==> src/hw/aes_pkg.sv <==
package aes_pkg;

   localparam int BLOCK_W    = 128;
   localparam int WORD_W     = 32;
   localparam int NUM_ROUNDS = 10;

   // multiply by x modulo the AES polynomial
   function automatic logic [7:0] xtime(input logic [7:0] b);
      return {b[6:0], 1'b0} ^ (b[7] ? 8'h1b : 8'h00);
   endfunction

   // round constant byte for rounds 1 to 10
   function automatic logic [7:0] rcon(input int unsigned round);
      logic [7:0] rc;
      rc = 8'h01;
      for (int unsigned i = 1; i < round; i++) begin
         rc = xtime(rc);                    // 01 02 04 .. 80 1b 36
      end
      return rc;
   endfunction

endpackage
==> src/hw/aes_result_buffer.sv <==
`timescale 1ns/1ps

module aes_result_buffer import aes_pkg::*; #(
   parameter  int RESULT_DEPTH = 4,
   localparam int CNT_W        = $clog2(RESULT_DEPTH + 1),
   localparam int PTR_W        = (RESULT_DEPTH > 1) ? $clog2(RESULT_DEPTH) : 1
) (
   input  logic               clk,
   input  logic               reset,
   input  logic               out_valid,
   input  logic [BLOCK_W-1:0] out_state,
   input  logic               res_pop,
   output logic [BLOCK_W-1:0] res_data,
   output logic [CNT_W-1:0]   res_count
);

   logic [BLOCK_W-1:0] mem [RESULT_DEPTH];
   logic [PTR_W-1:0]   wr_ptr, rd_ptr;
   logic               pop_en;

   assign pop_en   = res_pop && (res_count != '0);
   assign res_data = mem[rd_ptr];      // head entry

   always_ff @(posedge clk) begin
      if (out_valid) mem[wr_ptr] <= out_state;   // credit rule keeps a slot free
   end

   always_ff @(posedge clk) begin
      if (reset) begin
         wr_ptr    <= '0;
         rd_ptr    <= '0;
         res_count <= '0;
      end else begin
         if (out_valid) wr_ptr <= (wr_ptr == PTR_W'(RESULT_DEPTH - 1)) ? '0 : wr_ptr + 1'b1;
         if (pop_en) rd_ptr <= (rd_ptr == PTR_W'(RESULT_DEPTH - 1)) ? '0 : rd_ptr + 1'b1;
         case ({out_valid, pop_en})
            2'b10: res_count <= res_count + 1'b1;
            2'b01: res_count <= res_count - 1'b1;
            default: ;
         endcase
      end
   end

endmodule

==> config.mk <==
export PLATFORM = sky130hd
export DESIGN_NAME = aes_result_buffer
export DESIGN_NICKNAME = d
export VERILOG_FILES = /design/src/hw/aes_pkg.sv /design/src/hw/aes_result_buffer.sv
export SDC_FILE = /design/constraint.sdc
export NUM_CORES = 1
export LEC_CHECK = 0
export BUFFER_PORTS_ARGS = -buffer_cell sky130_fd_sc_hd__buf_4
export CAP_MARGIN = 20
export CORE_MARGIN = 2
export CORE_UTILIZATION = 25
export DETAILED_ROUTE_END_ITERATION = 16
export PLACE_DENSITY = 0.51
export REMOVE_ABC_BUFFERS = 1
export SLEW_MARGIN = 20
export SYNTH_ARGS = -nofsm -noshare
export SYNTH_HDL_FRONTEND = slang
export SYNTH_SLANG_ARGS = --single-unit
==> constraint.sdc <==
create_clock -name clk -period 5.8 [get_ports clk]
set_input_delay 0.87 -clock clk [delete_from_list [all_inputs] [get_ports clk]]
set_output_delay 0.87 -clock clk [all_outputs]
set_load 0.02 [all_outputs]
After elaboration in Yosys (flattened, before gate mapping). Memories as Yosys holds them, arrays and structs flattened. A register that Yosys moved wholly into a read port is not among the register bits. Index checks and enable logic that the tools add are counted.

Flip-flop bits (word level): 7. Bits in writable memories: 512. Input bits: 132. Memories kept: 1.

Memory list: mem (depth 4, bits a word 128, read ports 1, clocked after Yosys merged registers in 1, wr ports 1, RTL line aes_result_buffer.sv:17) `logic [BLOCK_W-1:0] mem [RESULT_DEPTH];`.

Add/subtract/negate cells: 4. Equality and inequality tests: 4. Multiplexer cells: 7. Reduce and logical (&&, ||, !) cells: 3.

Operator list (number): $mux W2 (4); $eq A2 B2 Y1 const B (3); $pmux W3 S2 (1); $add A2 B1 Y2 const B (2); $add A3 B1 Y3 const B (1); $reduce_bool A3 Y1 (1); $sub A3 B1 Y3 const B (1); $eq A2 B1 Y1 const B (1); $mux W1 (2); $reduce_bool A2 Y1 (1); $logic_and A1 B1 Y1 (1).

Depth between registers and ports, before layout. Gate-level depths: netlist of run 1.

Word-level depth: 4. Mapped depth: 8.

Worst setup path before layout of run 1. OpenSTA, ideal clock, no wires.

Path type: input to register. From: input port out_valid. To: memory mem[0][0], enable pin. Library setup time: 0.502 ns. Arrival time: 3.803 ns. Required time: 5.298 ns. Setup slack: 1.495 ns. Stages on the path: 1. Buffers on the path: 0. Path through: and2_1.

Word-level cells in the longest chain between the ends: 2.

Ends and longest elaborated chain: from (decl) (RTL line aes_result_buffer.sv:10) `input logic out_valid,`; $mux W1 (RTL line aes_result_buffer.sv:25) `if (out_valid) mem[wr_ptr] <= out_state;`; $mux W1 (implied by the code) (RTL line aes_result_buffer.sv:25); to (decl) (RTL line aes_result_buffer.sv:17).

Every way passes these cells.

==> metrics.txt, run 1 <==
Ys Warns 0; filler cell count 7227; drt total wl 40900 um; dpl ws 2.67 ns; largest cells by area after synthesis edfxtp_1 (81%), mux4_2 (15%), buf_12 (1.1%), dfxtp_1 (0.95%), ha_1 (0.39%); Post-synth EDFFs 512; Syn Inst Count 715; via count 8538; CTS Hold Bufs 0; core area 75600 sq um; Area after DPL 22100 sq um; H-tree levels 2; multiplexer area fraction after synthesis 15.3%; top-area cell type share of the netlist area 80.9%; Net Sw Power 0.00253 W; Req. time, crit path 4.93 ns; CP Launch Type flip-flop; XOR/XNOR share of the synthesized area 0.0921%; DR DRC count 0; Max Freq 276 MHz; largest net degree at the start of global routing 61; total grt overflow 0; Final Hold Vio Count 0; CTS tree yes; dpl hpwl 24000 um; Setup Viol. Count Final 0; Top FF cell, synth edfxtp_1; Netlist cell types 20; CTS Buf Count 57; Area growth, synth to finish 25.9%; Gate power share 18.9%; syn avg cell area 26.6 sq um; Die Ht 280 um; Setup Buffers After CTS 0; Critical Path AT 2.75 ns; GRT Total Usage 10.3%; switching portion of total power 25.7%; most frequent cell after synthesis edfxtp_1; area of the multi-input gates 3130 sq um; Routed Antenna Nets 0; area leader, netlist edfxtp_1; Iter 0 DRT Violations 560; Lkg Pwr 7.84 nW; Post-CTS Resized 0; CTS Buffer Depth 3; Wirelength per Cell 20.0 um; Worst Tran Pin Value 0.753 ns; first-pass GRT wire length 60700 um; Simple-Gate Fraction of Synth Area 0.375%; I/O pin cnt 263; commonest cells in the netlist edfxtp_1 (512), mux4_2 (128), buf_2 (13); share of cells above drive strength 1 46.5%; outcome completed; clock root buffer master clkbuf_16; crit-path max FO 55; Row Count 101; Cell Pwr Density 411 nW/um^2; Min-Delay Path Class in2reg; peak supply drop 0.250 mV; clock skew 0.0190 ns; PnR worst setup slack 2.18 ns; RSZ-0062 raised after global routing false; initial antenna violation count 4; largest family of logic cells by synthesized area multiplexers; Clock Latency Late Sink 0.60 ns; vias in the first global route 9518; routability cong. 0.677; Reg power frac 44.9%; register area 15600 sq um; clock power share 36.3%; register bit total from synthesis 521; relative slew slack 49.8%; Die Wd 280 um; sequential cell area fraction in the yosys report 81.8%; Crit. End Element primary output; Internal 0.00731 W; Via density 4.17; Final Slew Violations 0; max cap viols 0; Initial DRT Pass Iterations 4; crit path time final 3.62 ns; initial core utilization 25.2%; number of port buffers 262; Final Cycle Share 62.4%; Final #Nets 1159; WS Path Type reg2out; Synth Area in Compound Gates 0.171%; diode count 0; Clock transition at path regs 0.06 ns; DIE AREA 78300 sq um; Synth Area in Adders 0.500%; CTS sink count 521; FFs w/ async S/R, synth 0%; final instance area 23900 sq um; Syn Std Cell Area 19000 sq um
==> through the flow <==
stage | hold WS (ns) | total power [W] | setup TNS [ns] | utilization (%) | std cells
2_1_floorplan | 0.456 | 0.00569 | -144.11 | - | 687
3_3_place_gp | 0.467 | 0.00640 | 0 | 29.2 | 1939
3_5_place_dp | 0.481 | 0.00642 | 0 | 29.2 | 1939
4_1_cts | 0.412 | 0.0100 | 0 | 31.7 | 2046
5_1_grt | 0.422 | 0.0103 | 0 | 31.7 | 2046
6_report | 0.466 | 0.00984 | 0 | 31.7 | 2046
==> layout make-up <==
class	instances	area share (%)
Clock buffer	64	6.07
Clock inverter	43	1.68
Inverter	7	0.110
Multi-Input combinational cell	159	13.1
Sequential cell	521	65.0
Tap cell	978	5.11
Timing Repair Buffer	274	8.96
==> placed cells by master (no fill, tap or decap), types with 7 or more instances in the layout <==
master     Yosys  final
buf_12        10      7
buf_4          0    267
bufinv_16      0      7
clkbuf_1       1      7
clkbuf_16      0     57
clkinv_1       0     11
clkinv_2       0     17
dfxtp_1        9      7
edfxtp_1     512    512
inv_1          7      7
mux4_2       128    128
==> registers in the layout, indices dropped and copies added (netlist names), named ones only <==
register	cells
rd_ptr	2
wr_ptr	2
mem	512
res_count	3
==> routing by layer <==
layer  vias up  share of wire, %  GRT usage, %
met2       201                50          17.5
li1       3717                 -             -
met4         8               2.1          2.93
met1      4547                40          12.3
met3        65               7.9          3.87
met5         -              0.13             0
==> path summary, 6_finish.rpt <==
check,startpoint,endpoint,slack (ns),cells after the start
worst max-delay path,flip-flop,res_data[90],2.18,3
worst min-delay path,out_state[76],mem[0][76]$_DFFE_PP_,0.47,1
worst max register to register,wr_ptr[0]$_SDFFE_PP0P_,mem[3][120]$_DFFE_PP_,3.54,3
worst min register to register,rd_ptr[0]$_SDFFE_PP0N_,flip-flop,0.50,2
==> critical path, stage by stage, from the launching register on <==
cell	delay, ns
dfxtp_4	0.84
buf_12	0.49
mux4_2	0.58
buf_4	0.17
==> power by group through the flow <==
stage,sequential [W],combinational (W),clock (W)
after detailed placement,0.00450,0.00191,0
after floorplan,0.00461,0.00108,0
final,0.00442,0.00186,0.00357
after global placement,0.00450,0.00191,0
after global routing,0.00444,0.00198,0.00384
after CTS,0.00442,0.00191,0.00370
==> cells by family (layout without fill, tap and decap cells) <==
family	count (synthesis)	in the layout
xor gates and xnor gates	2	2
adders and majority gates	7	7
buffers and inverters	35	388
muxes	130	130
AOI/OAI and AO/OA	6	6
DFF	521	521
and+or+nand+nor	14	14
No activity file was read; power rests on OpenSTA's default activity.
==> inputs of run 2 (changes only) <==
PLACE_DENSITY = 0.53   (was 0.51)
clock period = 3.25 ns   (was 5.8 ns; I/O delays follow)
==> run 2 against run 1 <==
Net effect:
- combinational power rose by 88%
- sequential cell count unchanged
- register-to-register slack got worse by 2.4 ns
- design area rose by 0.63%
- sequential share of layout area is 0.41 points lower
- core utilization grew 0.20 points
- first-iteration DRC count shrank 22%
- clock-buffer cell count rose by 12
- final cell count rose by 0.98%
- wire length increased by 0.33%
- sequential power up 77%
==> metrics.txt, run 2 (synthesis results as in run 1) <==
outcome completed; Worst Tran Pin Value 0.778 ns (+0.0251 ns); Hold Slack 0.0827 ns (-0.383 ns); crit path time final 2.85 ns; routability cong. 0.692 (+2.2%); Setup Buffers After CTS 0 (unchanged); Cell Pwr Density 724 nW/um^2 (+76%); drt total wl 41000 um (+0.33%); peak supply drop 0.461 mV (+85%); Biggest register mem; WS Path Type reg2out; CP Launch Type flip-flop; max reg flops 512 (unchanged); Wirelength per Cell 19.9 um (-0.64%); area of the multi-input gates 3130 sq um (unchanged); core area 75600 sq um (unchanged); Row Count 101 (unchanged); total grt overflow 0 (unchanged); RSZ-0062 raised after global routing false; Reg power frac 44.9% (about the same); Req. time, crit path 2.76 ns (-2.17 ns); DR top layer met4; largest registers mem (512), res_count (3); most common cell after layout, fill and taps aside edfxtp_1; Final Util 31.9% (+0.20 points); switching portion of total power 26.1% (+0.38 points); Net Sw Power 0.00455 W (+80%); Min-Delay Path Class in2reg; Lkg Pwr 7.91 nW (+0.86%); Via density 4.14 (-0.79%); Critical Path AT 2.36 ns (-0.39 ns); I/O pin cnt 263 (unchanged); number of port buffers 262 (unchanged); placed insts 1953 (+0.72%); Routed Antenna Nets 0 (unchanged); most frequent cells in the layout edfxtp_1 (512), buf_4 (272), mux4_2 (128), clkbuf_16 (59), clkbuf_1 (17); Max Freq 351 MHz; Final #Nets 1175 (+1.4%); first-pass GRT wire length 60600 um (-0.23%); Final Hold Vio Count 0 (unchanged); Crit. End Element primary output; Clock transition at path regs 0.06 ns (about the same); CTS tree yes; CTS Hold Bufs 0 (unchanged); GRT Total Usage 10.4% (about the same); clock root buffer master clkbuf_16; met1 wire length 17100 um (+3.8%); H-tree levels 2 (unchanged); largest net degree at the start of global routing 51 (-16%); relative slew slack 48.1% (-1.7 points); CTS Buf Count 59 (+3.5%); DR DRC count 0 (unchanged); Final Cycle Share 87.6%; Die Ht 280 um (unchanged); DIE AREA 78300 sq um (unchanged); crit-path max FO 28 (-49%); clock power share 35.1% (-1.2 points); Area after DPL 22300 sq um (+0.99%); share of cells above drive strength 1 46.3% (-0.26 points); CTS Buffer Depth 3 (unchanged); met3 WL post-DR 2740 um (-15%); Initial DRT Pass Iterations 4 (unchanged); Met2 Wirelength 20200 um (-0.31%); Gate power share 20.0% (+1.1 points); vias in the first global route 9524 (+0.063%); PnR Total Power 0.0174 W (+77%); Area growth, synth to finish 26.7%; dpl hpwl 24700 um (+2.9%); Finished Layout Cells 2066 (+0.98%); Post-CTS Resized 0 (unchanged); Iter 0 DRT Violations 435 (-22%); register area 15600 sq um (unchanged); final instance area 24100 sq um (+0.63%); max cap viols 0 (unchanged); CTS sink count 521 (unchanged); Clock Latency Late Sink 0.60 ns (about the same); Die Wd 280 um (unchanged); via count 8553 (+0.18%); initial core utilization 25.2% (unchanged); initial antenna violation count 0 (-4); Internal 0.0129 W (+76%); Final Slew Violations 0 (unchanged); clock skew 0.0127 ns (-0.00634 ns); filler cell count 7213 (-0.19%); Setup Viol. Count Final 0 (unchanged)
-- run 2: path summary, 6_finish.rpt --
kind                              from                   endpoint  slack [ns]  depth (start not counted)
max                          flip-flop               res_data[64]        0.40                          3
min                      out_state[69]       mem[2][69]$_DFFE_PP_        0.08                          1
max reg2reg  res_count[2]$_SDFFE_PP0P_  res_count[2]$_SDFFE_PP0P_        1.11                          8
min reg2reg     rd_ptr[0]$_SDFFE_PP0N_                  flip-flop        0.50                          2
-- run 2: area by class of cell --
class / count / area share, %
Inverter: 7 / 0.109
Clock inverter: 36 / 1.02
Tap cell: 978 / 5.08
Timing Repair Buffer: 288 / 9.81
Clock buffer: 76 / 6.39
Antenna cell: 1 / 0.0104
Multi-Input combinational cell: 159 / 13.0
Sequential cell: 521 / 64.6
-- run 2: routing by layer --
layer	track usage, %	vias to the layer above
met5	0	-
met4	3.13	0
met2	17.3	224
met3	3.09	76
li1	-	3753
met1	13.0	4500
-- run 2: worst max-delay path, cell delays in order, from the launching register on --
cell and delay, ns:
dfxtp_4 0.67, buf_12 0.32, mux4_2 0.55, buf_4 0.18
-- run 2: stage by stage --
stage | setup WS (ns) | TNS (ns)
detailed placement | 0.929 | 0
global route | 0.216 | 0
global placement | 0.945 | 0
floorplan | -3.29 | -794.59
finish | 0.402 | 0
CTS | 0.251 | 0
-- run 2: power by group through the flow --
stage,Combinational [W],Sequential (W),Clock (W)
final,0.00349,0.00784,0.00612
after global routing,0.00373,0.00787,0.00659
after CTS,0.00359,0.00785,0.00635
after detailed placement,0.00359,0.00799,0
after global placement,0.00357,0.00797,0
after floorplan,0.00192,0.00822,0
