==> src/hw/apb_regmap_pkg.sv <==
package apb_regmap_pkg;

   localparam int APB_ADDR_W = 8;

   typedef enum logic [APB_ADDR_W-1:0] {
      KEY0    = 8'h00,     // most significant key word
      KEY1    = 8'h04,
      KEY2    = 8'h08,
      KEY3    = 8'h0c,
      DATA0   = 8'h10,
      DATA1   = 8'h14,
      DATA2   = 8'h18,
      DATA3   = 8'h1c,
      CTRL    = 8'h20,     // bit 0 starts a block
      STATUS  = 8'h24,
      RESULT0 = 8'h30,
      RESULT1 = 8'h34,
      RESULT2 = 8'h38,
      RESULT3 = 8'h3c      // reading this one pops the buffer
   } aes_reg_e;

endpackage

==> src/hw/aes_pkg.sv <==
package aes_pkg;

   localparam int BLOCK_W    = 128;
   localparam int WORD_W     = 32;
   localparam int NUM_ROUNDS = 10;

   // multiply by x modulo the AES polynomial
   function automatic logic [7:0] xtime(input logic [7:0] b);
      return {b[6:0], 1'b0} ^ (b[7] ? 8'h1b : 8'h00);
   endfunction

   // round constant byte for rounds 1 to 10
   function automatic logic [7:0] rcon(input int unsigned round);
      logic [7:0] rc;
      rc = 8'h01;
      for (int unsigned i = 1; i < round; i++) begin
         rc = xtime(rc);                    // 01 02 04 .. 80 1b 36
      end
      return rc;
   endfunction

endpackage
==> src/hw/aes_apb_feeder.sv <==
`timescale 1ns/1ps

module aes_apb_feeder import aes_pkg::*, apb_regmap_pkg::*; #(
   parameter  int RESULT_DEPTH = 4,
   localparam int CNT_W        = $clog2(RESULT_DEPTH + 1)
) (
   input  logic                  clk,
   input  logic                  reset,
   input  logic [APB_ADDR_W-1:0] paddr,
   input  logic                  psel,
   input  logic                  penable,
   input  logic                  pwrite,
   input  logic [WORD_W-1:0]     pwdata,
   output logic [WORD_W-1:0]     prdata,
   output logic                  pready,
   output logic                  pslverr,
   input  logic [BLOCK_W-1:0]    round_key_0,
   output logic [BLOCK_W-1:0]    cipher_key,
   output logic                  in_valid,
   output logic [BLOCK_W-1:0]    in_state,
   input  logic                  out_valid,
   input  logic [BLOCK_W-1:0]    res_data,
   input  logic [CNT_W-1:0]      res_count,
   output logic                  res_pop
);

   aes_reg_e           reg_sel;
   logic               access, wr_en, rd_en, mapped;
   logic               key_wr, data_wr, result_rd, start_req, start_ok;
   logic               key_locked, credit_ok, start_q;
   logic [1:0]         word_sel;          // word 0 is the top of the block
   logic [CNT_W-1:0]   in_flight;
   logic [BLOCK_W-1:0] key_q, data_q;

   assign reg_sel  = aes_reg_e'(paddr);
   assign word_sel = ~paddr[3:2];
   assign access   = psel && penable;
   assign wr_en    = access && pwrite;
   assign rd_en    = access && !pwrite;

   always_comb begin
      case (reg_sel)
         KEY0, KEY1, KEY2, KEY3, DATA0, DATA1, DATA2, DATA3, CTRL, STATUS,
         RESULT0, RESULT1, RESULT2, RESULT3: mapped = 1'b1;
         default: mapped = 1'b0;
      endcase
   end

   assign key_wr     = wr_en && (reg_sel inside {KEY0, KEY1, KEY2, KEY3});
   assign data_wr    = wr_en && (reg_sel inside {DATA0, DATA1, DATA2, DATA3});
   assign result_rd  = rd_en && (reg_sel inside {RESULT0, RESULT1, RESULT2, RESULT3});
   assign start_req  = wr_en && (reg_sel == CTRL) && pwdata[0];
   assign key_locked = (in_flight != '0) || (res_count != '0);   // round keys not pipelined
   assign credit_ok  = ({1'b0, in_flight} + {1'b0, res_count}) < (CNT_W + 1)'(RESULT_DEPTH);
   assign start_ok   = start_req && credit_ok;
   assign res_pop    = result_rd && (reg_sel == RESULT3) && (res_count != '0);

   assign pready  = 1'b1;
   assign pslverr = access && (!mapped || (start_req && !credit_ok) || (key_wr && key_locked)
                               || (result_rd && res_count == '0));

   assign cipher_key = key_q;

   always_ff @(posedge clk) begin
      if (reset) begin
         key_q     <= '0;
         data_q    <= '0;
         start_q   <= 1'b0;
         in_valid  <= 1'b0;
         in_flight <= '0;
      end else begin
         start_q  <= start_ok;
         in_valid <= start_q;              // one cycle after the start edge
         if (key_wr && !key_locked) key_q[word_sel*WORD_W +: WORD_W] <= pwdata;
         if (data_wr) data_q[word_sel*WORD_W +: WORD_W] <= pwdata;
         case ({start_ok, out_valid})
            2'b10: in_flight <= in_flight + 1'b1;
            2'b01: in_flight <= in_flight - 1'b1;
            default: ;
         endcase
      end
   end

   always_ff @(posedge clk) begin
      if (start_q) in_state <= data_q ^ round_key_0;   // initial AddRoundKey
   end

   always_comb begin
      prdata = '0;
      case (reg_sel)
         KEY0, KEY1, KEY2, KEY3:         prdata = key_q[word_sel*WORD_W +: WORD_W];
         DATA0, DATA1, DATA2, DATA3:     prdata = data_q[word_sel*WORD_W +: WORD_W];
         STATUS: begin
            prdata[0]          = (res_count != '0);
            prdata[8 +: CNT_W]  = in_flight;
            prdata[12 +: CNT_W] = res_count;
         end
         RESULT0, RESULT1, RESULT2, RESULT3: prdata = res_data[word_sel*WORD_W +: WORD_W];
         default: ;
      endcase
   end

endmodule

==> config.mk <==
export PLATFORM = sky130hd
export DESIGN_NAME = aes_apb_feeder
export DESIGN_NICKNAME = d
export VERILOG_FILES = /design/src/hw/apb_regmap_pkg.sv /design/src/hw/aes_pkg.sv /design/src/hw/aes_apb_feeder.sv
export SDC_FILE = /design/constraint.sdc
export NUM_CORES = 1
export LEC_CHECK = 0
export BUFFER_PORTS_ARGS = -buffer_cell sky130_fd_sc_hd__buf_2
export CAP_MARGIN = 20
export CORE_AREA = 3 3 234 236
export DETAILED_ROUTE_END_ITERATION = 6
export DIE_AREA = 0 0 237 239
export GPL_TIMING_DRIVEN = 0
export MAX_ROUTING_LAYER = met4
export SLEW_MARGIN = 30
export SYNTH_ARGS = -nofsm -noshare
export SYNTH_HDL_FRONTEND = slang
export SYNTH_SLANG_ARGS = --single-unit
==> constraint.sdc <==
create_clock -name clk -period 3.6 [get_ports clk]
set_input_delay 0.18 -clock clk [delete_from_list [all_inputs] [get_ports clk]]
set_output_delay 0.18 -clock clk [all_outputs]
set_load 0.01 [all_outputs]
* After elaboration in Yosys (flattened, before gate mapping) *
Memories as Yosys holds them, arrays and structs flattened.
Index checks and enable logic that the tools add are counted.

operators by class
  add/subtract/negate cells = 4
  $lt $le $gt $ge = 1
  eq/ne operators = 15
  shifts and indexed selects = 5
  mux-type cells = 10
  bitwise gates (word level) = 2
  reductions and logical operators = 36

operator list
  cell                                                     count
  indexed part select 128 x 8 -> 32 bit                    3
  bitwise mux 128 bit                                      2
  variable shift 32 x 34 -> 128 bit, first input constant  1
  indexed part select 32 x 34 -> 128 bit                   1
  XOR 128 bit                                              1
  one-hot mux 17 bit (3 select lines)                      1
  equality test 8 x 6 -> 1 bit, second input constant      6
  negator 7 -> 34 bit                                      1
  equality test 8 x 5 -> 1 bit, second input constant      4
  one-hot mux 3 bit (4 select lines)                       2
  one-hot mux 7 bit (3 select lines)                       1
  equality test 8 x 4 -> 1 bit, second input constant      2
  logical AND 1 bit                                        16
  nonzero test 4 bit                                       3
  OR reduction 4 bit                                       3
  equality test 8 x 3 -> 1 bit, second input constant      1
  logical NOT 8 bit                                        1
  one-hot mux 3 bit (2 select lines)                       1
  nonzero test 3 bit                                       2
  adder 3 x 3 -> 4 bit                                     1
  logical NOT 1 bit                                        4
  logical OR 1 bit                                         4
  < comparator 4 x 3 -> 1 bit, second input constant       1
  one-hot mux 1 bit (4 select lines)                       1
  10 further kinds                                         10

word-level totals
  flip-flop bits (word level) = 389
  ROM bits = 64
  bits of input ports = 305
  memories kept = 1

memory list
  name             words  width  rd ports  clocked after memory_dff  write ports  line                  RTL
  (no name shown)  64     1      1         0                         0            aes_apb_feeder.sv:42  case (reg_sel)

* Longest topological paths before layout *
Gate-level depths: netlist (run 1).

  depth after elaboration = 9
  depth in mapped cells = 13
  mapped depth without buffers = 10

* Worst setup path before layout (run 1) *
OpenSTA, ideal clock, no wires.

  path kind = register to register
  from = register start_q
  to = register in_state[0], enable pin
  library setup time = 499 ps
  arrival = 3085 ps
  data required time = 3101 ps
  slack = 16 ps
  stages on the path, launching flop included = 1
  path through = dfxtp_1

RTL lines
  item                    line                  RTL
  from (decl)             aes_apb_feeder.sv:30  logic key_locked, credit_ok, start_q;
  from (signal assigned)  aes_apb_feeder.sv:72  start_q <= start_ok;
  to (signal assigned)    aes_apb_feeder.sv:85  if (start_q) in_state <= data_q ^ round_key_0;
  to (decl)               aes_apb_feeder.sv:20  output logic [BLOCK_W-1:0] in_state,

No word-level cell between the ends.

* Worst setup path in the final report (run 1) *
  from = input paddr[3]
  to = output prdata[18]

on the way
  longest elaborated chain between the ends = 3
  elaborated cells between the ends (all ways) = 20
  those cells by class = eq/ne: 11; shift: 3; mux: 1; bitwise: 1; reduce/logical: 4

ends and longest elaborated chain
  item                                                           line                  RTL
  from (decl)                                                    aes_apb_feeder.sv:9   input logic [APB_ADDR_W-1:0] paddr,
  inverter 2 bit (tied with other cells)                         aes_apb_feeder.sv:36  assign word_sel = ~paddr[3:2];
  indexed part select 128 x 8 -> 32 bit (tied with other cells)  aes_apb_feeder.sv:98  RESULT0, RESULT1, RESULT2, RESULT3: prdata = res_data[word_sel*WORD_W +: WORD_W];
  one-hot mux 17 bit (3 select lines) *                          aes_apb_feeder.sv:90  case (reg_sel)
  to (decl)                                                      aes_apb_feeder.sv:14  output logic [WORD_W-1:0] prdata,

Mark *: on every way between the ends. The rest lies on a longest branch, timed or not.

==> results of run 1 <==
## synth_stat cells (12+ instances only)
cell / instances
dfxtp_1: 261
mux2i_1: 167
nand2b_1: 160
nand2_1: 152
xor2_1: 130
edfxtp_1: 128
mux4_2: 96
a22o_1: 64
clkbuf_1: 56
o21ai_0: 33
nand3b_1: 32
a22oi_1: 25
buf_2: 20
buf_6: 16
nor3_1: 12
## critical path, cell delays in order
cell	delay [ps]
buf_2	150
buf_4	280
buf_4	300
buf_4	370
inv_1	140
ha_1	300
nor4_4	430
nor3b_4	150
buf_2	310
a22oi_1	390
nand2_1	90
buf_2	150
## cell families after synthesis
| family | after synthesis | share of synthesized area (%) |
|---|---|---|
| buf+inv | 109 | 3.21 |
| fa+ha+maj | 10 | 0.737 |
| xor+xnor | 130 | 6.33 |
| other cells | 1 | 0.0208 |
| mux | 263 | 21.3 |
| compound gates | 137 | 5.81 |
| simple gates | 396 | 12.2 |
| flops | 389 | 50.4 |
## power groups by stage
stage	Combinational [mW]	Sequential (mW)	Clock [mW]
2_1_floorplan	0.330	4.63	0
3_3_place_gp	0.744	4.63	0
3_5_place_dp	0.774	4.63	0
4_1_cts	0.918	4.53	4.67
5_1_grt	0.970	4.53	4.82
6_report	0.922	4.53	4.61
## timing repair
action                                  CTS  global route
hold endpoints to repair                384             0
gates resized for setup                   4             0
setup buffers                             4             0
endpoints found under the setup margin   59             0
hold buffers                            160             0
## final cells by class
| cell class | count | area, um2 | area share, % |
|---|---|---|---|
| Inverter | 6 | 22.5 | 0.0895 |
| Timing Repair Buffer | 764 | 4750 | 18.9 |
| Tap cell | 688 | 861 | 3.42 |
| Clock inverter | 17 | 109 | 0.433 |
| Sequential cell | 389 | 9070 | 36.1 |
| Antenna cell | 10 | 25.0 | 0.0995 |
| Clock buffer | 67 | 1370 | 5.46 |
| Multi-Input combinational cell | 937 | 8360 | 33.2 |
| Buffer | 103 | 581 | 2.31 |
## flip-flops by register name, indices dropped and copies added, names as in the netlist
name / cells
in_state: 128
data_q: 128
in_flight: 3
in_valid: 1
start_q: 1
cipher_key: 128
## through the flow
stage               setup WS, ps  hold slack (ps)  area, um2  power, mW  cells
finish                       145             51.4      25200       10.1   2981
global placement           -2090              465      21800       5.38   2717
floorplan                   16.1              306      18000       4.96   1435
global route                75.6             44.0      25100       10.3   2978
detailed placement          -873              470      22000       5.40   2723
CTS                          128             6.05      25100       10.1   2971
## worst min-delay path by stage
stage / from / cells past startpoint / to
6_report: reset / 4 / cipher_key[33]
3_3_place_gp: pwdata[19] / 2 / data_q[19]
3_5_place_dp: pwdata[20] / 2 / data_q[20]
4_1_cts: reset / 4 / cipher_key[32]
5_1_grt: reset / 4 / data_q[32]
2_1_floorplan: pwdata[0] / 1 / data_q[0]
## per-layer routing
layer | up-vias | GRT usage [%]
li1 | 6869 | -
met1 | 7957 | 37.7
met2 | 820 | 47.0
met3 | 131 | 4.71
met4 | 0 | 8.70
met5 | - | -
## layout by cell type, fill, tap and decap left out, drive strengths merged, types with 2 or more instances in the layout
cell / synthesis / routed
or4: 2 / 2
o41ai: 2 / 2
ha: 9 / 9
nor2: 7 / 7
dlygate4sd3: 0 / 160
nor3: 13 / 13
nor3b: 2 / 2
nand3b: 32 / 32
buf: 47 / 651
or3: 2 / 2
o21ai: 33 / 33
nand4: 3 / 3
and4: 2 / 2
nand2b: 160 / 160
a221o: 7 / 7
clkinv: 0 / 11
a22oi: 25 / 25
diode: 0 / 10
edfxtp: 128 / 128
nor4: 5 / 5
clkbuf: 56 / 123
a21oi: 4 / 4
nor2b: 3 / 3
inv: 6 / 10
clkinvlp: 0 / 2
mux4: 96 / 96
dfxtp: 261 / 261
a22o: 64 / 64
nand2: 152 / 152
mux2i: 167 / 167
xor2: 130 / 130
nand3: 4 / 4
and3: 6 / 6
==> impl_results.md, run 1 <==
- Arrival @ worst endpoint: 3270 ps
- # setup viols final: 0
- Core Util, Final: 47.8%
- P_leak: 10.5 nW
- Top layer in use: met4
- Syn Area/Cell: 12.5 um2
- Cell variety after synth: 45
- Cell accounting for the most synthesized area: dfxtp_1
- Vias in the first global route: 16177
- Latest clock arrival within the worst-skew pair: 570 ps
- Seq/Total Area, Yosys: 50.4%
- CTS Sinks: 389
- Hold crit path type: input port to register
- P per Cell Area: 400 nW/um2
- Initial antenna violation count: 11
- DR iter-0 viols: 1359
- CTS H-Tree Depth: 2
- TritonRoute pass-1 iters: 6
- Layout Nets: 2561
- Via count: 15777
- Setup crit end kind: primary output
- Clock tree buffer depth: 3
- CTS tree: done
- Die ar.: 56600 um2
- RSZ-0062 raised after global routing: false
- P_int: 7.63 mW
- Worst slew margin: 32.8%
- # rows: 84
- WL final: 83200 um
- Worst Path Max Fanout: 10
- Largest net degree at the start of global routing: 50
- Setup CP Type: input port to primary output
- Syn Nets: 1750
- R2R depth: 10
- Core area: 52700 um2
- Initial Util: 34.2%
- Combinational share of power: 9.2%
- Fillers: 4775
- Clock transition at path regs: 60 ps
- RR Startpoint: in_flight[2]
- Io pins: 597
- F_max: 0.289 GHz
- DR DRC count: 0
- Setup TNS: 0 ps
- Routability cong.: 0.907
- Final slew viol count: 0
- Max VDD drop: 0.350 mV
- Sw Share: 24.2%
- Max Clock Skew: 10.2 ps
- Yosys top cell area share: 29.1%
- IO Port Bufs: 594
- DRT met1 WL: 34800 um
- R2R Path End: in_flight[2]
- Number of flops mapped to enable cells by yosys: 128
- Switching power: 2.44 mW
- First-pass GRT wire length: 116000 um
- Slew @ Worst Pin: 1010 ps
- Synth Flop Type: dfxtp_1
- Layout area overhead: 39.9%
- Async SR Flop Fraction: 0%
- Layout cells sized above 1: 36.7%
- Worst setup endpoint: prdata[18]
- Die W: 237 um
- Final hold violations: 0
- Gate count of the mapped netlist: 1435
- Clock share of power: 45.8%
- Vias/cell: 5.29
- GRT overflow: 0
- Post-DP HPWL: 61200 um
- Tmin final: 3450 ps
- CP Launch Type: input port
- Critical Path Start: paddr[3]
- Root Buffer: clkbuf_16
- CP required: 3420 ps
- Synth warn: 0
- Num CTS Buffers: 45
- DR WL met3: 6150 um
- R2r setup slk: 1030 ps
- Metal2 WL: 39800 um
- #FFs+latches synth: 389
- Number of max-cap violations: 0
- Status: completed
- Sequential share of power: 45.1%
- Post-DRT Antenna Nets: 0
- Total global-route track usage: 29.1%
- Die Y: 239 um
- Routed len/inst: 27.9 um
- Tcrit/Tclk final: 96.0%
- Mapped cell area: 18000 um2
- Synth area leaders: dfxtp_1 (29%), edfxtp_1 (21%), mux4_2 (12%)
Note: power is estimated with default switching activity, not from simulation.
==> run 2: changes to the inputs <==
- MAX_ROUTING_LAYER: met4 -> default
==> run 2 against run 1 <==
Compared with the run above:
- routed wire length about the same
- critical endpoint unchanged
- worst setup slack better by 30 ps
- combinational power about the same
- global-route usage down 0.85 points
- register-to-register slack about the same
- clock skew down 0.54 ps
- largest cell class unchanged
- non-clock buffer count unchanged
- power down 0.14%
==> impl_results.md, run 2 (same netlist as run 1, synthesis figures left out) <==
- Setup CP Type: input port to primary output
- Slew @ Worst Pin: 975 ps (-32.7 ps)
- Status: completed
- Core area: 52700 um2 (unchanged)
- Via count: 15725 (-0.33%)
- Most common cell after layout, fill and taps aside: buf_2
- CP required: 3420 ps (about the same)
- DR iter-0 viols: 1347 (-0.88%)
- Metal2 WL: 39800 um (about the same)
- Layout area overhead: 39.8% (about the same)
- Worst Path Max Fanout: 10 (unchanged)
- Initial antenna violation count: 11 (unchanged)
- Tmin final: 3420 ps (-29.9 ps)
- CTS Sinks: 389 (unchanged)
- CTS tree: done
- Vias in the first global route: 16180 (+0.019%)
- Routed len/inst: 28.0 um (+0.19%)
- Setup TNS: 0 ps (unchanged)
- Routability cong.: 0.892 (-1.7%)
- P per Cell Area: 400 nW/um2 (about the same)
- Final hold violations: 0 (unchanged)
- Final slew viol count: 0 (unchanged)
- DR DRC count: 0 (unchanged)
- Number of max-cap violations: 0 (unchanged)
- Post-DRT Antenna Nets: 0 (unchanged)
- Num CTS Buffers: 45 (unchanged)
- Die W: 237 um (unchanged)
- Root Buffer: clkbuf_16
- Clock tree buffer depth: 3 (unchanged)
- CTS H-Tree Depth: 2 (unchanged)
- Layout Nets: 2561 (unchanged)
- Fin cells: 2975 (-0.20%)
- TritonRoute pass-1 iters: 5 (-1)
- RSZ-0062 raised after global routing: false
- Max VDD drop: 0.351 mV (+0.38%)
- IO Port Bufs: 594 (unchanged)
- Total global-route track usage: 28.2% (-0.85 points)
- Tcrit/Tclk final: 95.1% (-0.83 points)
- Arrival @ worst endpoint: 3240 ps (-30 ps)
- Die ar.: 56600 um2 (unchanged)
- Top layer in use: met5
- Post-DP HPWL: 61200 um (unchanged)
- Die Y: 239 um (unchanged)
- P_leak: 10.5 nW (unchanged)
- Layout cells sized above 1: 36.7% (unchanged)
- Cell Area, Placed: 22000 um2 (unchanged)
- # rows: 84 (unchanged)
- Commonest non-fill, non-tap cells in the layout: buf_2 (615), dfxtp_1 (260), mux2i_1 (167)
- First-pass GRT wire length: 116000 um (about the same)
- Fin Hold WS: 52.3 ps (+0.894 ps)
- CP Launch Type: input port
- Initial Util: 34.2% (unchanged)
- Worst slew margin: 35.0% (+2.2 points)
- DRT met1 WL: 34000 um (-2.1%)
- Io pins: 597 (unchanged)
- # setup viols final: 0 (unchanged)
- Latest clock arrival within the worst-skew pair: 560 ps (about the same)
- Clock transition at path regs: 60 ps (about the same)
- DR WL met3: 6740 um (+9.6%)
- Post-layout instance area: 25100 um2 (about the same)
- Largest net degree at the start of global routing: 50 (unchanged)
- GRT overflow: 0 (unchanged)
- WL final: 83200 um (about the same)
- Setup crit end kind: primary output
- Core Util, Final: 47.7% (about the same)
- Hold crit path type: input port to register
- Vias/cell: 5.29 (-0.13%)
- F_max: 0.292 GHz (+0.87%)
- Max Clock Skew: 9.71 ps (-0.538 ps)
- Dpl cells: 2723 (unchanged)
-- run 2: final timing paths --
path	start	endpoint	slack, ps	depth (start not counted)
max	paddr[3]	prdata[18]	180	12
min reg2reg	cipher_key[107]	cipher_key[107]	490	2
max reg2reg	in_flight[2]	in_flight[2]	1040	10
min	reset	cipher_key[33]	50	4
-- run 2: area by class of cell --
cell class	instances	area, um2
sequential	389	9070
timing repair buffer	764	4750
clock inverter	17	109
tap	688	861
inverter	6	22.5
buffer	103	581
clock buffer	67	1370
fill	4773	27500
multi-input combinational	937	8360
antenna	4	10.0
-- run 2: stage by stage --
step                      worst slack, ps  power, mW
after floorplan                      16.1       4.96
after detailed placement             -873       5.40
final                                 175       10.1
after global routing                 75.5       10.3
after CTS                             128       10.1
after global placement              -2090       5.38
-- run 2: repair_timing --
| item | CTS | global route |
|---|---|---|
| hold buffers | 160 | 0 |
| endpoints found under the setup margin | 59 | 0 |
| endpoints found under the hold margin | 384 | 0 |
| setup buffers | 4 | 0 |
| gates resized for setup | 4 | 0 |
-- run 2: where the power goes --
group	total [mW]	switching [mW]	internal, mW
combinational	0.919	0.479	0.441
clock	4.60	1.94	2.66
sequential	4.54	0.00586	4.53
total	10.1	2.42	7.63
-- run 2: per-layer routing --
metal / track usage [%] / vias up
li1: - / 6861
met1: 37.2 / 7913
met2: 47.0 / 799
met3: 5.55 / 140
met4: 8.85 / 12
met5: 0 / -
-- run 2: worst max-delay path, cell delays in order --
cell and delay, ps:
buf_2 150, buf_4 280, buf_4 300, buf_4 370, inv_1 140, ha_1 300
nor4_4 430, nor3b_4 150, buf_2 310, a22oi_1 380, nand2_1 80, buf_2 150
==> run 3: changes to the inputs <==
- PLACE_DENSITY: default -> 0.64
==> run 3 against run 2 <==
Compared with the run above:
- first-iteration DRC count increased by 4.6%
- sequential power about the same
- clock-buffer cell count decreased by 3
- fmax decreased by 0.15%
- cell count increased by 0.27%
- register-to-register slack got worse by 20 ps
- power increased by 0.94%
- largest cell class unchanged
- largest power group unchanged
==> impl_results.md, run 3 (same netlist as run 1, synthesis figures left out) <==
- Status: completed
- P_int: 7.71 mW (+1.1%)
- Tmin final: 3430 ps (+5.11 ps)
- Final hold violations: 0 (unchanged)
- CP Cell Sequence: buf_2, buf_4, buf_4, buf_4, inv_1, ha_1, nor4_4, nor3b_4, buf_2, a22oi_1, nand2_1, buf_2
- CP Launch Type: input port
- DR DRC count: 0 (unchanged)
- Sequential share of power: 44.7% (-0.4 points)
- RSZ-0062 raised after global routing: false
- # setup viols final: 0 (unchanged)
- P per Cell Area: 402 nW/um2 (+0.62%)
- Latest clock arrival within the worst-skew pair: 570 ps (about the same)
- Root Buffer: clkbuf_16
- Slew @ Worst Pin: 972 ps (-2.51 ps)
- DR iter-0 viols: 1409 (+4.6%)
- Worst slew margin: 35.2% (+0.17 points)
- Cell Area, Placed: 22000 um2 (+0.13%)
- Arrival @ worst endpoint: 3250 ps (about the same)
- Number of max-cap violations: 0 (unchanged)
- CTS Sinks: 389 (unchanged)
- Routability cong.: 0.868 (-2.6%)
- HP Start: reset
- Largest net degree at the start of global routing: 50 (unchanged)
- R2R Path End: in_flight[2]
- Tcrit/Tclk final: 95.3% (+0.14 points)
- Layout area overhead: 40.2%
- GRT met3 Usage: 8.63% (+3.1 points)
- Vias in the first global route: 16476 (+1.8%)
- Buf+Inv Stages, Crit Path: 7 (unchanged)
- TritonRoute pass-1 iters: 7 (+2)
- Gr busiest metal: met2
- Setup TNS: 0 ps (unchanged)
- Fillers: 4750 (-0.48%)
- Post-layout instance area: 25200 um2 (+0.31%)
- Die Y: 239 um (unchanged)
- Most common cell after layout, fill and taps aside: buf_2
- Num CTS Buffers: 45 (unchanged)
- Clock tree buffer depth: 3 (unchanged)
- Routed len/inst: 28.8 um (+3.0%)
- GR Layer Usage met2: 47.9% (+0.91 points)
- R2R depth: 10 (unchanged)
- Vias/cell: 5.35 (+1.1%)
- Die ar.: 56600 um2 (unchanged)
- Storage cell area: 9070 um2 (unchanged)
- Met1 Resource Use GR: 36.4% (-0.78 points)
- First-pass GRT wire length: 118000 um (+1.6%)
- Multi-input logic area: 8360 um2 (unchanged)
- P_leak: 10.5 nW (+0.26%)
- RR Startpoint: in_flight[2]
- IO Port Bufs: 594 (unchanged)
- CTS tree: done
- R2r setup slk: 1020 ps (-20 ps)
- Max VDD drop: 0.297 mV (-15%)
- # rows: 84 (unchanged)
- Sw Share: 24.0% (-0.11 points)
- Hold crit path type: input port to register
- Total global-route track usage: 29.1% (+0.88 points)
- Crit-path max cell delay: 410 ps (-20 ps)
- Core area: 52700 um2 (unchanged)
- Via count: 15945 (+1.4%)
- Worst Path Max Fanout: 10 (unchanged)
- Clock transition at path regs: 60 ps (about the same)
- Post-DRT Antenna Nets: 0 (unchanged)
- Die W: 237 um (unchanged)
- Layout Nets: 2562 (+0.039%)
- WL final: 85900 um (+3.3%)
- GRT overflow: 0 (unchanged)
- Worst Hold Depth: 4 (unchanged)
- Initial antenna violation count: 13 (+2)
- Combinational share of power: 9.2% (about the same)
- Hold Path End: data_q[127]
- Delay-heaviest family, CP: buffers and inverters
- CP required: 3420 ps (about the same)
- Max Clock Skew: 16.7 ps (+7.01 ps)
- Crit-path slowest cell: nor4_4
- Clock share of power: 46.1% (+0.4 points)
- Setup CP Type: input port to primary output
- Final slew viol count: 0 (unchanged)
- CTS H-Tree Depth: 2 (unchanged)
- Setup crit end kind: primary output
- Switching power: 2.43 mW (+0.47%)
- Layout cells sized above 1: 36.7% (about the same)
- F_max: 0.292 GHz (-0.15%)
- Post-DP HPWL: 62300 um (+1.8%)
- Io pins: 597 (unchanged)
- Initial Util: 34.2% (unchanged)
- Commonest non-fill, non-tap cells in the layout: buf_2 (615), dfxtp_1 (260), mux2i_1 (167)
-- run 3: cell types whose count changed in the layout (fill, tap and decap cells not counted), sizes merged --
| cell | previous run | this run |
|---|---|---|
| diode | 4 | 11 |
| clkinv | 11 | 14 |
| inv | 10 | 9 |
| bufinv | 0 | 1 |
| buf | 651 | 652 |
| clkbuf | 123 | 120 |
-- run 3: routing by layer --
layer  up-vias  routed length [um]  part of all wire (%)
met2       976               40900                    48
met4         4                2850                   3.3
met1      7940               33400                    39
met3       160                8790                    10
met5         -                  25                 0.029
li1       6865                   -                     -
-- run 3: worst reg2reg max path, delay by kind of cell, from the launching register on --
family	cells	cell delay [ps]
and+or+nand+nor	4	1110
adders and majority gates	3	670
DFF	1	410
AOI/OAI and AO/OA	1	150
buffers and inverters	1	70
xor gates and xnor gates	1	70
-- run 3: how the worst max path moves through the flow --
stage                             end     start  depth (start not counted)  slack (ps)
after floorplan           in_state[0]   start_q                          0          20
after global placement     prdata[21]  paddr[3]                         12       -2070
after detailed placement   prdata[21]  paddr[3]                         12        -890
after CTS                  prdata[20]  paddr[3]                         12         110
after global routing        prdata[4]  paddr[3]                         12          20
final                      prdata[20]  paddr[3]                         12         170
-- run 3: what timing repair did --
| action | CTS | global route |
|---|---|---|
| buffers inserted | 3 | 0 |
| setup endpoints to repair | 94 | 0 |
| resized for setup | 4 | 0 |
| hold buffers | 160 | 0 |
| hold endpoints to repair | 384 | 0 |
-- run 3: layout make-up --
cell class	instances	area share, %
tap	688	3.41
multi-input combinational	937	33.2
clock inverter	20	0.546
clock buffer	64	5.45
antenna	11	0.109
buffer	103	2.31
inverter	6	0.0893
sequential	389	36.0
timing repair buffer	765	18.9
-- run 3: power groups by stage --
stage	logic (mW)	registers [mW]	clock network, mW
2_1_floorplan	0.330	4.63	0
3_3_place_gp	0.742	4.63	0
3_5_place_dp	0.775	4.63	0
4_1_cts	0.921	4.54	4.72
5_1_grt	0.980	4.53	4.89
6_report	0.931	4.54	4.68
-- run 3: per-stage QoR --
step	setup slack (ps)	utilization [%]	hold slack, ps	cells	total power, mW
after floorplan	16.1	-	306	1435	4.96
after global placement	-2070	41.4	462	2717	5.37
after detailed placement	-891	41.8	459	2724	5.41
after CTS	112	47.8	55.4	2971	10.2
after global routing	18.2	47.9	106	2975	10.4
final	170	47.9	77.4	2983	10.1
